`config.mk`:
```
export PLATFORM = sky130hd
export DESIGN_NAME = kd_trav_top
export DESIGN_NICKNAME = d
export VERILOG_FILES = /design/src/common/kd_trav_pkg.sv /design/src/trav_math/fix_div.sv /design/src/trav_math/trav_math.sv /design/src/hdl/trav_dispatch.sv /design/src/hdl/trav_collect.sv /design/src/hdl/kd_trav_top.sv
export SDC_FILE = /design/constraint.sdc
export NUM_CORES = 2
export LEC_CHECK = 0
export BUFFER_PORTS_ARGS = -buffer_cell sky130_fd_sc_hd__buf_4
export CAP_MARGIN = 20
export CORE_ASPECT_RATIO = 0.7
export CORE_MARGIN = 2
export CORE_UTILIZATION = 53
export DETAILED_ROUTE_END_ITERATION = 10
export PLACE_DENSITY_LB_ADDON = 0.15
export SYNTH_ARGS = -nofsm -noshare
export SYNTH_HDL_FRONTEND = slang
export SYNTH_SLANG_ARGS = --single-unit
```
`constraint.sdc`:
```
create_clock -name clk -period 6.1 [get_ports clk]
set_input_delay 0.61 -clock clk [delete_from_list [all_inputs] [get_ports clk]]
set_output_delay 0.61 -clock clk [all_outputs]
set_load 0.03 [all_outputs]
```
`src/common/kd_trav_pkg.sv`:
```
/*
  shared types for the kd-tree traversal slice
  values are signed Q16.16 fixed point, no floating point or NaN
  N_LANES may be set from 2 to 8
  t_min >= 0 is assumed by the user and is not checked anywhere
*/
`default_nettype none

package kd_trav_pkg;

  // -------------------------------------------------------------------
  // fixed point
  // -------------------------------------------------------------------
  typedef logic signed [31:0] fix_t;

  // fraction bits
  localparam int   FIX_FRAC = 16;
  // saturation limits
  localparam fix_t FIX_MAX  = 32'sh7fff_ffff;
  localparam fix_t FIX_MIN  = 32'sh8000_0000;

  // -------------------------------------------------------------------
  // lanes and tags
  // -------------------------------------------------------------------
  typedef logic [3:0] tag_t;

  localparam int N_LANES = 4;
  localparam int LANE_W  = (N_LANES > 1) ? $clog2(N_LANES) : 1;

  typedef logic [LANE_W-1:0] lane_idx_t;

  // same encoding as the float version of the lane
  typedef enum logic [1:0] {
    ONLY_LOW   = 2'd0,
    ONLY_HIGH  = 2'd1,
    LO_THEN_HI = 2'd2,
    HI_THEN_LO = 2'd3
  } trav_case_e;

  // one node test, values on the split axis only
  typedef struct packed {
    tag_t tag;
    fix_t origin;
    fix_t dir;
    fix_t split;
    fix_t t_min;
    fix_t t_max;
  } trav_job_t;

  typedef struct packed {
    tag_t       tag;
    trav_case_e tcase;
    logic       dir_zero;
    fix_t       t_min;
    fix_t       t_max;
    fix_t       t_mid;
  } trav_res_t;

  // first set bit of mask at or after ptr, wrapping; ptr if mask is empty
  function automatic lane_idx_t rr_pick(input logic [N_LANES-1:0] mask,
                                        input lane_idx_t ptr);
    int        j;
    lane_idx_t pick;
    pick = ptr;
    // walk down so the closest lane wins
    for (int i = N_LANES - 1; i >= 0; i--) begin
      j = int'(ptr) + i;
      if (j >= N_LANES) j = j - N_LANES;
      if (mask[j]) pick = lane_idx_t'(j);
    end
    return pick;
  endfunction

  // wrap at N_LANES, also for counts that are not a power of two
  function automatic lane_idx_t rr_next(input lane_idx_t ptr);
    return (ptr == lane_idx_t'(N_LANES - 1)) ? '0 : ptr + 1'b1;
  endfunction

endpackage

`default_nettype wire

```
`src/trav_math/fix_div.sv`:
```
/*
  signed Q16.16 restoring divider, one quotient bit per clock
  start is taken only when idle; done pulses 32 cycles after start
  quotient truncates toward zero and saturates to FIX_MAX / FIX_MIN
  div_zero is valid with done; the quotient is then not meaningful
*/
`timescale 1ns/1ps
`default_nettype none

module fix_div (
  input  wire logic              clk,
  input  wire logic              arst_n,
  input  wire logic              start,
  input  kd_trav_pkg::fix_t      dividend,
  input  kd_trav_pkg::fix_t      divisor,
  output kd_trav_pkg::fix_t      quotient,
  output logic                   div_zero,
  output logic                   done
);

  localparam int W  = $bits(kd_trav_pkg::fix_t);
  localparam int NW = W + kd_trav_pkg::FIX_FRAC;

  logic [W-1:0]  mag_a;
  logic [W-1:0]  mag_b;
  logic [NW-1:0] num;

  // control
  logic          busy;
  logic [5:0]    cnt;

  // datapath, no reset
  logic [W-1:0]  rem;
  logic [W-1:0]  nlo;
  logic [W-1:0]  q;
  logic [W-1:0]  den;
  logic          neg;
  logic          ovf;

  logic [W:0]    rem_sh;
  logic          fits;
  logic [W:0]    rem_nx;

  // magnitudes, -2^31 maps to 2^31 which still fits unsigned
  always_comb begin
    mag_a = dividend[W-1] ? -dividend : dividend;
    mag_b = divisor[W-1] ? -divisor : divisor;
    num   = {mag_a, {kd_trav_pkg::FIX_FRAC{1'b0}}};
  end

  // one restoring step
  always_comb begin
    rem_sh = {rem, nlo[W-1]};
    fits   = (rem_sh >= {1'b0, den});
    rem_nx = fits ? rem_sh - {1'b0, den} : rem_sh;
  end

  always_ff @(posedge clk or negedge arst_n) begin
    if (!arst_n) begin
      busy <= 1'b0;
      cnt  <= '0;
      done <= 1'b0;
    end else begin
      done <= 1'b0;
      if (!busy && start) begin
        busy <= 1'b1;
        cnt  <= '0;
      end else if (busy) begin
        cnt <= cnt + 1'b1;
        if (cnt == 6'(W - 1)) begin
          busy <= 1'b0;
          done <= 1'b1;
        end
      end
    end
  end

  always_ff @(posedge clk) begin
    if (!busy && start) begin
      // top FIX_FRAC bits seed the remainder; quotient >= 2^32 if they already fit
      rem      <= {{(W - kd_trav_pkg::FIX_FRAC){1'b0}}, num[NW-1:W]};
      nlo      <= num[W-1:0];
      q        <= '0;
      den      <= mag_b;
      neg      <= dividend[W-1] ^ divisor[W-1];
      ovf      <= ({{(W - kd_trav_pkg::FIX_FRAC){1'b0}}, num[NW-1:W]} >= mag_b);
      div_zero <= (divisor == '0);
    end else if (busy) begin
      rem <= rem_nx[W-1:0];
      nlo <= {nlo[W-2:0], 1'b0};
      q   <= {q[W-2:0], fits};
    end
  end

  // sign and saturation; negative side reaches one step further
  always_comb begin
    if (!neg) begin
      quotient = (ovf || q[W-1]) ? kd_trav_pkg::FIX_MAX : $signed(q);
    end else if (ovf || (q > {1'b1, {(W-1){1'b0}}})) begin
      quotient = kd_trav_pkg::FIX_MIN;
    end else begin
      quotient = -$signed(q);
    end
  end

endmodule

`default_nettype wire

```
`src/trav_math/trav_math.sv`:
```
/*
  one traversal lane: t_mid = (split - origin) / dir and the case pick
  fixed latency, done_req rises 35 cycles after the job is captured
  split - origin saturates to the fix_t range before the divide
  dir = 0 gives dir_zero, t_mid = FIX_MAX and the near side only
  holds its result until done_ack, one job at a time
*/
`timescale 1ns/1ps
`default_nettype none

module trav_math (
  input  wire logic               clk,
  input  wire logic               arst_n,
  input  wire logic               lane_req,
  input  kd_trav_pkg::trav_job_t  lane_job,
  input  wire logic               done_ack,
  output logic                    lane_ack,
  output logic                    lane_idle,
  output logic                    done_req,
  output kd_trav_pkg::trav_res_t  done_res
);

  typedef enum logic [2:0] {S_IDLE, S_SUB, S_DIV, S_OUT, S_REL} state_e;

  state_e                  state;
  kd_trav_pkg::trav_job_t  job_r;

  logic signed [32:0]      diff_w;
  kd_trav_pkg::fix_t       diff_sat;
  kd_trav_pkg::fix_t       diff_r;
  logic                    near_lo;
  logic                    div_start;

  kd_trav_pkg::fix_t       quotient;
  logic                    div_zero;
  logic                    div_done;
  kd_trav_pkg::fix_t       t_mid;
  kd_trav_pkg::trav_case_e tcase;

  // -------------------------------------------------------------------
  // subtract
  // -------------------------------------------------------------------
  always_comb begin
    diff_w = {job_r.split[31], job_r.split} - {job_r.origin[31], job_r.origin};
    // clip on signed overflow
    if (diff_w[32] != diff_w[31]) begin
      diff_sat = diff_w[32] ? kd_trav_pkg::FIX_MIN : kd_trav_pkg::FIX_MAX;
    end else begin
      diff_sat = diff_w[31:0];
    end
  end

  fix_div u_div (
    .clk      (clk),
    .arst_n   (arst_n),
    .start    (div_start),
    .dividend (diff_r),
    .divisor  (job_r.dir),
    .quotient (quotient),
    .div_zero (div_zero),
    .done     (div_done)
  );

  // -------------------------------------------------------------------
  // classify, near side first
  // -------------------------------------------------------------------
  always_comb begin
    t_mid = div_zero ? kd_trav_pkg::FIX_MAX : quotient;
    if (div_zero || t_mid < 0 || t_mid >= job_r.t_max) begin
      // moving away or plane past the exit
      tcase = near_lo ? kd_trav_pkg::ONLY_LOW : kd_trav_pkg::ONLY_HIGH;
    end else if (t_mid <= job_r.t_min) begin
      // plane behind the entry point
      tcase = near_lo ? kd_trav_pkg::ONLY_HIGH : kd_trav_pkg::ONLY_LOW;
    end else begin
      tcase = near_lo ? kd_trav_pkg::LO_THEN_HI : kd_trav_pkg::HI_THEN_LO;
    end
  end

  // -------------------------------------------------------------------
  // lane sequencer, both handshakes
  // -------------------------------------------------------------------
  always_ff @(posedge clk or negedge arst_n) begin
    if (!arst_n) begin
      state     <= S_IDLE;
      lane_ack  <= 1'b0;
      lane_idle <= 1'b1;
      done_req  <= 1'b0;
      div_start <= 1'b0;
    end else begin
      div_start <= 1'b0;
      // input side closes on its own
      if (lane_ack && !lane_req) lane_ack <= 1'b0;
      case (state)
        S_IDLE: if (lane_req) begin
          lane_ack  <= 1'b1;
          lane_idle <= 1'b0;
          state     <= S_SUB;
        end
        S_SUB: begin
          div_start <= 1'b1;
          state     <= S_DIV;
        end
        S_DIV: if (div_done) begin
          done_req <= 1'b1;
          state    <= S_OUT;
        end
        S_OUT: if (done_ack) begin
          done_req <= 1'b0;
          state    <= S_REL;
        end
        // lane_ack drops on this same edge when lane_req is low
        S_REL: if (!done_ack && !lane_req) begin
          lane_idle <= 1'b1;
          state     <= S_IDLE;
        end
        default: state <= S_IDLE;
      endcase
    end
  end

  // payload
  always_ff @(posedge clk) begin
    if (state == S_IDLE && lane_req) job_r <= lane_job;
    if (state == S_SUB) begin
      diff_r  <= diff_sat;
      // low is near when origin is below, or on the plane going down
      near_lo <= (job_r.origin < job_r.split) ||
                 ((job_r.origin == job_r.split) && (job_r.dir <= 0));
    end
    if (state == S_DIV && div_done) begin
      done_res.tag      <= job_r.tag;
      done_res.tcase    <= tcase;
      done_res.dir_zero <= div_zero;
      done_res.t_min    <= job_r.t_min;
      done_res.t_max    <= job_r.t_max;
      done_res.t_mid    <= t_mid;
    end
  end

endmodule

`default_nettype wire

```
`src/hdl/trav_dispatch.sv`:
```
/*
  job dispatcher, four-phase job port in, one lane request at a time out
  first idle lane at or after a rotating pointer gets the job
  job_ack waits for the lane, so a full set of lanes stalls the port
*/
`timescale 1ns/1ps
`default_nettype none

module trav_dispatch (
  input  wire logic                               clk,
  input  wire logic                               arst_n,
  input  wire logic                               job_req,
  input  kd_trav_pkg::trav_job_t                  job,
  input  wire logic [kd_trav_pkg::N_LANES-1:0]    lane_ack,
  input  wire logic [kd_trav_pkg::N_LANES-1:0]    lane_idle,
  output logic                                    job_ack,
  output logic [kd_trav_pkg::N_LANES-1:0]         lane_req,
  output kd_trav_pkg::trav_job_t                  lane_job
);

  typedef enum logic [1:0] {D_IDLE, D_LANE, D_ACK} dstate_e;

  dstate_e                state;
  kd_trav_pkg::lane_idx_t ptr;
  kd_trav_pkg::lane_idx_t sel;
  kd_trav_pkg::lane_idx_t pick;

  assign pick = kd_trav_pkg::rr_pick(lane_idle, ptr);

  always_ff @(posedge clk or negedge arst_n) begin
    if (!arst_n) begin
      state    <= D_IDLE;
      ptr      <= '0;
      sel      <= '0;
      job_ack  <= 1'b0;
      lane_req <= '0;
    end else begin
      case (state)
        // new job and somewhere to put it
        D_IDLE: if (job_req && |lane_idle) begin
          sel            <= pick;
          ptr            <= kd_trav_pkg::rr_next(pick);
          lane_req[pick] <= 1'b1;
          state          <= D_LANE;
        end
        // lane has the job, close toward lane and open toward source
        D_LANE: if (lane_ack[sel]) begin
          lane_req[sel] <= 1'b0;
          job_ack       <= 1'b1;
          state         <= D_ACK;
        end
        D_ACK: if (!job_req) begin
          job_ack <= 1'b0;
          state   <= D_IDLE;
        end
        default: state <= D_IDLE;
      endcase
    end
  end

  // copy kept so the source may move on after job_ack
  always_ff @(posedge clk) begin
    if (state == D_IDLE && job_req && |lane_idle) lane_job <= job;
  end

endmodule

`default_nettype wire

```
`src/hdl/trav_collect.sv`:
```
/*
  result collector, round-robin over lanes holding done_req
  one result in flight; the next lane is taken after res_ack falls
  results leave in completion order, the tag tells them apart
*/
`timescale 1ns/1ps
`default_nettype none

module trav_collect (
  input  wire logic                               clk,
  input  wire logic                               arst_n,
  input  wire logic [kd_trav_pkg::N_LANES-1:0]    done_req,
  input  kd_trav_pkg::trav_res_t                  done_res [kd_trav_pkg::N_LANES],
  input  wire logic                               res_ack,
  output logic [kd_trav_pkg::N_LANES-1:0]         done_ack,
  output logic                                    res_req,
  output kd_trav_pkg::trav_res_t                  res
);

  typedef enum logic [1:0] {C_IDLE, C_LOAD, C_OUT, C_REL} cstate_e;

  cstate_e                         state;
  kd_trav_pkg::lane_idx_t          ptr;
  kd_trav_pkg::lane_idx_t          pick;
  logic [kd_trav_pkg::N_LANES-1:0] pend;

  // lanes waiting that are not in an open handshake
  assign pend = done_req & ~done_ack;
  assign pick = kd_trav_pkg::rr_pick(pend, ptr);

  always_ff @(posedge clk or negedge arst_n) begin
    if (!arst_n) begin
      state    <= C_IDLE;
      ptr      <= '0;
      done_ack <= '0;
      res_req  <= 1'b0;
    end else begin
      // lane side closes once the lane drops its request
      for (int i = 0; i < kd_trav_pkg::N_LANES; i++) begin
        if (done_ack[i] && !done_req[i]) done_ack[i] <= 1'b0;
      end
      case (state)
        C_IDLE: if (|pend) begin
          done_ack[pick] <= 1'b1;
          ptr            <= kd_trav_pkg::rr_next(pick);
          state          <= C_LOAD;
        end
        // res is loaded, offer it
        C_LOAD: begin
          res_req <= 1'b1;
          state   <= C_OUT;
        end
        C_OUT: if (res_ack) begin
          res_req <= 1'b0;
          state   <= C_REL;
        end
        C_REL: if (!res_ack) state <= C_IDLE;
        default: state <= C_IDLE;
      endcase
    end
  end

  // result register, loaded with the grant
  always_ff @(posedge clk) begin
    if (state == C_IDLE && |pend) res <= done_res[pick];
  end

endmodule

`default_nettype wire

```
`src/hdl/kd_trav_top.sv`:
```
/*
  kd-tree traversal slice top level
  four-phase job port in, four-phase result port out
  N_LANES lanes work in parallel, so results may come back out of order
  the caller keeps tags unique while their jobs are in flight
*/
`timescale 1ns/1ps
`default_nettype none

module kd_trav_top (
  input  wire logic               clk,
  input  wire logic               arst_n,
  input  wire logic               job_req,
  input  kd_trav_pkg::trav_job_t  job,
  input  wire logic               res_ack,
  output logic                    job_ack,
  output logic                    res_req,
  output kd_trav_pkg::trav_res_t  res
);

  // dispatcher to lanes
  logic [kd_trav_pkg::N_LANES-1:0] lane_req;
  logic [kd_trav_pkg::N_LANES-1:0] lane_ack;
  logic [kd_trav_pkg::N_LANES-1:0] lane_idle;
  kd_trav_pkg::trav_job_t          lane_job;

  // lanes to collector
  logic [kd_trav_pkg::N_LANES-1:0] done_req;
  logic [kd_trav_pkg::N_LANES-1:0] done_ack;
  kd_trav_pkg::trav_res_t          done_res [kd_trav_pkg::N_LANES];

  trav_dispatch u_dispatch (
    .clk       (clk),
    .arst_n    (arst_n),
    .job_req   (job_req),
    .job       (job),
    .lane_ack  (lane_ack),
    .lane_idle (lane_idle),
    .job_ack   (job_ack),
    .lane_req  (lane_req),
    .lane_job  (lane_job)
  );

  // -------------------------------------------------------------------
  // lanes, shared job bus
  // -------------------------------------------------------------------
  for (genvar i = 0; i < kd_trav_pkg::N_LANES; i++) begin : g_lane
    trav_math u_lane (
      .clk       (clk),
      .arst_n    (arst_n),
      .lane_req  (lane_req[i]),
      .lane_job  (lane_job),
      .done_ack  (done_ack[i]),
      .lane_ack  (lane_ack[i]),
      .lane_idle (lane_idle[i]),
      .done_req  (done_req[i]),
      .done_res  (done_res[i])
    );
  end

  trav_collect u_collect (
    .clk      (clk),
    .arst_n   (arst_n),
    .done_req (done_req),
    .done_res (done_res),
    .res_ack  (res_ack),
    .done_ack (done_ack),
    .res_req  (res_req),
    .res      (res)
  );

endmodule

`default_nettype wire

```
* After elaboration in Yosys (flattened, before gate mapping)
Cells that the tools add are included.
** Word-level totals
- Register bits :: 2007
- Output and inout bits :: 105
** Operators by class
- Add/subtract/negate cells :: 40
- Order comparisons :: 55
- Equality and inequality tests :: 57
- Multiplexer cells :: 239
- Bitwise logic cells :: 11
- Reductions and logical operators :: 117
** Operators with widths (number)
- 32-bit 2-to-1 mux :: 52
- 32-bit negator :: 12
- 32-bit by 4-bit < comparator with 1-bit output, second input constant :: 8
- 103-bit binary-select mux with 2-bit select :: 1
- 103-bit 2-to-1 mux :: 2
- 32-bit by 4-bit greater-or-equal comparator with 1-bit output, second input constant :: 6
- 32-bit by 4-bit subtractor with 32-bit output, second input constant :: 6
- 33-bit by 32-bit greater-or-equal comparator with 1-bit output :: 4
- 32-bit by 32-bit subtractor with 33-bit output :: 4
- 32-bit equality test :: 4
- 16-bit by 32-bit greater-or-equal comparator with 1-bit output :: 4
- 32-bit greater-or-equal comparator :: 4
- 32-bit > comparator, second input constant :: 4
- 32-bit by 1-bit less-or-equal comparator with 1-bit output, second input constant :: 4
- 32-bit less-or-equal comparator :: 4
- 32-bit zero test :: 4
- 32-bit by 1-bit < comparator with 1-bit output, second input constant :: 4
- 32-bit < comparator :: 4
- 16-bit 2-to-1 mux :: 8
- 32-bit subtractor :: 4
- 1-bit 2-to-1 mux :: 95
- 3-bit one-hot mux with 5 select lines :: 4
- 2-bit 2-to-1 mux :: 24
- 3-bit 2-to-1 mux :: 16
- other kinds (41) :: 237

* Depth between registers and ports, before layout
- Depth after elaboration :: 17
- Mapped depth :: 23
- Mapped depth without buffers :: 21

* Modules after synthesis
A second synthesis with hierarchy kept.
** Unflattened totals
- Cell total of the unflattened synthesis :: 9311
- Area total of the unflattened synthesis :: 104103.6 um^2
** By module, submodules not included
- trav_math at g_lane[0].u_lane ... :: instances 3, cells an instance 960, area each 13578.0 um^2, seq. area each 9185.1 um^2
- fix_div at g_lane[0].u_lane.u_div ... :: instances 2, cells an instance 1114, area each 9260.1 um^2, seq. area each 3173.0 um^2
- trav_math at g_lane[3].u_lane :: instances 1, cells an instance 952, area each 13774.5 um^2, seq. area each 9185.1 um^2
- fix_div at g_lane[2].u_lane.u_div :: instances 1, cells an instance 1136, area each 9341.5 um^2, seq. area each 3173.0 um^2
- fix_div at g_lane[3].u_lane.u_div :: instances 1, cells an instance 1130, area each 9232.6 um^2, seq. area each 3173.0 um^2
- trav_collect :: instances 1, cells an instance 754, area each 6876.6 um^2, seq. area each 3318.2 um^2
- trav_dispatch :: instances 1, cells an instance 231, area each 5624.1 um^2, seq. area each 5200.0 um^2

* Least setup slack after synthesis
No wires, ideal clock.
- Path type :: in2reg
- Start :: input job_req
- End :: register u_dispatch.lane_req[0] (netlist name)
- Library setup time :: 0.090 ns
- Data arrival time :: 6.441 ns
- Path slack :: -0.431 ns
- Cell stages on the path :: 5
- Cells stage by stage :: nand2b_1 a311oi_1 clkbuf_1 o21ai_0 nand2_1
** Between the ends
- Word-level cells in the longest chain between the ends :: 3
** Ends and longest elaborated chain
- start: declaration :: line kd_trav_top.sv:13 : input wire logic job_req,
- 1-bit logical AND :: line trav_dispatch.sv:40 : D_IDLE: if (job_req && |lane_idle) begin
- 2-bit by 1-bit inequality test with 1-bit output (no line)
- 3-bit AND reduction (no line)
- end signal: assignment :: line trav_dispatch.sv:36 : lane_req <= '0;
- end signal: indexed assignment :: line trav_dispatch.sv:43 : lane_req[pick] <= 1'b1;
- end signal: indexed assignment :: line trav_dispatch.sv:48 : lane_req[sel] <= 1'b0;
- end: declaration :: line trav_dispatch.sv:17 : output logic [kd_trav_pkg::N_LANES-1:0] lane_req,
No other way between the ends.
A chain may end at the register's enable or synchronous reset.

* Final worst setup path
- Start :: register g_lane[3].u_lane.u_div.q[0]
- End :: register, netlist name g_lane[3].u_lane.done_res[97]
** Between the ends
- Word-level cells in the longest chain between the ends :: 9
** Ends and longest elaborated chain
- start: declaration :: line fix_div.sv:35 : logic [W-1:0] q;
- start signal: assignment :: line fix_div.sv:91 : q <= {q[W-2:0], fits};
- 32-bit > comparator :: line fix_div.sv:99 : end else if (ovf || (q > {1'b1, {(W-1){1'b0}}})) begin
- 1-bit logical OR :: line fix_div.sv:99
- 32-bit 2-to-1 mux * :: line fix_div.sv:99
- 32-bit 2-to-1 mux * :: line fix_div.sv:97 : if (!neg) begin
- 32-bit 2-to-1 mux * :: line trav_math.sv:68 : t_mid = div_zero ? kd_trav_pkg::FIX_MAX : quotient;
- named net g_lane[3].u_lane.t_mid[23] :: line trav_math.sv:37 : kd_trav_pkg::fix_t t_mid;
- 32-bit by 1-bit < comparator with 1-bit output :: line trav_math.sv:69 : if (div_zero || t_mid < 0 || t_mid >= job_r.t_max) begin
- 1-bit logical OR (2 in series) :: line trav_math.sv:69
- 2-bit 2-to-1 mux * :: line trav_math.sv:69
- named net g_lane[3].u_lane.tcase[0] :: line trav_math.sv:38 : kd_trav_pkg::trav_case_e tcase;
The timed path passes the listed nets; every way through them passes the cells marked *.

==> metrics.yaml <==
synth:
  syn-instance-count: 8553
  synth_nets: 9338
  synth_seq_cells: 2007
  synth_edf_count: 1735
  async_flop_share_pct: 3.99
  avgSynthCellArea_sq_um: 11.8
  syn_area_sq_um: 101000
  yosysWarnings: 0
  synth-main-ff-cell: "edfxtp_1"
  netlist-cell-type-count: 95
  ys_seq_area_share_pct: 57.3
floorplan:
  initial_core_util_pct: 53.2
  dieArea_sq_um: 194000
  core_sq_um: 190000
  io_pins: 273
  die_h_microns: 369
  die_w_microns: 526
  rows: 134
placement:
  io_buffers: 272
  placed_cell_area_sq_um: 107000
  gp_congestion: 0.988
  post-place-ws_ns: -0.292
  dp_hpwl_microns: 229000
global_routing:
  first_global_vias: 66800
  grtUsageMet2_pct: 40.6
  antenna_found_initial: 48
  track_usage_pct: 31.1
  overflow: 0
  grt_start_max_net_pins: 108
  met1_usage_pct: 50.8
  grt_pass1_wl_microns: 449000
  grt_use_met3_pct: 8.59
  grt-busiest-layer: "met1"
cells_and_area:
  stdcell_area_sq_um: 116000
  drive_above_1_share_pct: 11.5
  finish.net_count: 9863
  area_delta_synth_final_pct: 14.3
  final_util_pct: 60.8
  mostFrequentLayoutCell: "edfxtp_1"
  final_cell_mix: "edfxtp_1, nand2_1, inv_1"
timing:
  finalHoldViolations: 0
  fin_crit_ns: 6.01
  setup_ws_ns: 0.0881
  slew_headroom_pct: 17.4
  setup_violations: 0
  finClkSkew_ns: 0.0653
  rsz0062_at_grt: "true"
  finalCritPeriodShare_pct: 98.6
  worst_pin_slew_ns: 1.23
  slew_viol_final: 0
  max_freq_mhz: 166
power:
  vdd_drop_max_mv: 0.258
  p_leak_nw: 44.1
  finalPower_mw: 28.9
  power_density_nw_per_um2: 250
critical_path:
  crit_arrival_ns: 6.62
  worstSetupEndpointType: "flop"
  cp_max_fo: 20
  required_ns: 6.71
  worstSetupStartpointType: "flop"
  path_class: "flop to flop"
clock_tree:
  clk_latency_ns: 0.88
  clockRootBuffer: "clkbuf_16"
  htreeDepth: 4
  clk_path_buf_depth: 4
  numCtsBuffers: 201
  cts_sinks: 2007
  path_clk_slew_ns: 0.07
  cts_tree: "built"
drt:
  ant_nets: 0
  post-route-drc-count: 0
  dr.first_iter.drc_count: 10100
  firstDrtPassIters: 6
  routedWlPerCell_microns: 26.2
  num_vias: 72900
  drt-total-wl_microns: 309000
  vias_per_cell: 6.19
job:
  maxCapViolCount: 0
run_status:
  status: "complete, no violations"
worst_hold_path:
  hold_path.class: "primary input to flop"
-- metrics by stage --
step / instances / setup TNS, ns / hold WS, ns
6_report: 11800 / 0 / 0.0590
5_1_grt: 11800 / -0.135 / 0.0450
4_1_cts: 11700 / 0 / 0.0119
3_5_place_dp: 11200 / -0.514 / 0.405
3_3_place_gp: 11200 / -0.219 / 0.402
2_1_floorplan: 8553 / 0 / 0.314
-- critical path: stages (launching register included) --
cell	delay [ns]
dfxtp_1	0.34
inv_1	0.09
ha_1	0.18
or3b_2	0.49
or4_1	0.45
or3_1	0.49
or2_2	0.38
o21ai_4	0.27
nand3_1	0.14
buf_4	0.24
o311ai_0	0.93
ha_1	0.40
nand4_1	0.16
nor4_4	0.09
a31oi_1	0.45
nand3_1	0.14
mux2i_1	0.18
o21ai_0	0.13
xor2_1	0.16
-- per-layer routing --
metal  wire (microns)  part of all wire [%]
met4             5820                   1.9
met1           145000                    47
met5               61                 0.020
met2           120000                    39
met3            37900                    12
-- synth_stat cells, types with 95 or more instances --
master,number,area share (%)
a21o_1,283,2.1
a21oi_1,382,1.9
clkbuf_1,288,1.1
dfxtp_1,192,3.8
edfxtp_1,1735,52
ha_1,609,7.5
inv_1,736,2.7
mux4_2,104,2.3
nand2_1,798,3.0
nand2b_1,95,0.59
nand3_1,119,0.59
nand4_1,129,0.80
nor2_1,366,1.4
nor3_1,141,0.70
o21ai_0,632,3.1
o311ai_0,101,0.87
o31ai_1,118,0.88
xnor2_1,284,2.5
xor2_1,165,1.4
-- registers in the layout, summed over array words and instances (netlist names), 103 cells and up --
signal / cells
u_collect.res: 103
g_lane.u_lane.done_res: 412
g_lane.u_lane.u_div.q: 128
g_lane.u_lane.u_div.rem: 128
g_lane.u_lane.job_r: 656
g_lane.u_lane.u_div.den: 128
u_dispatch.lane_job: 164
g_lane.u_lane.diff_r: 128
-- worst paths after layout --
path	depth (start not counted)	start	end	slack, ns
setup / recovery	18	g_lane[3].u_lane.u_div.q[0]	g_lane[3].u_lane.done_res[97]	0.09
hold / removal	3	job_req	u_dispatch.job_ack	0.06
setup reg to reg	18	g_lane[3].u_lane.u_div.q[0]	g_lane[3].u_lane.done_res[97]	0.09
hold reg to reg	0	g_lane[2].u_lane.job_r[163]	g_lane[2].u_lane.done_res[102]	0.42
min in group asynchronous	2	arst_n	u_collect.state[1]	0.20
max in group asynchronous	3	arst_n	g_lane[1].u_lane.u_div.busy	4.61
-- power breakdown --
| group | switching, mW | total (mW) | internal (mW) |
|---|---|---|---|
| combinational | 0.560 | 1.07 | 0.513 |
| sequential | 0.141 | 15.0 | 14.8 |
| clock | 5.44 | 12.8 | 7.37 |
-- final cells by class --
type	instances	area (sq um)
Timing Repair Buffer	647	5520
Clock buffer	245	5400
Tap cell	2516	3150
Fill cell	15100	74500
Antenna cell	25	62.6
Sequential cell	2007	58000
Clock inverter	118	1320
Inverter	738	2770
Multi-Input combinational cell	5483	39400
-- what timing repair did --
action,CTS,global route
hold endpoints to repair,185,0
resized for setup,3,27
pin swaps,0,1
setup buffers,0,1
hold buffers,166,0
endpoints found under the setup margin,2,6
-- cells by family after synthesis --
family / share of synthesized area [%]
flops: 57.3
buf+inv: 3.95
fa+ha+maj: 8.04
simple gates: 10.0
compound gates: 13.5
mux: 3.24
xor+xnor: 3.89
Power figures use the tool's default switching activity.
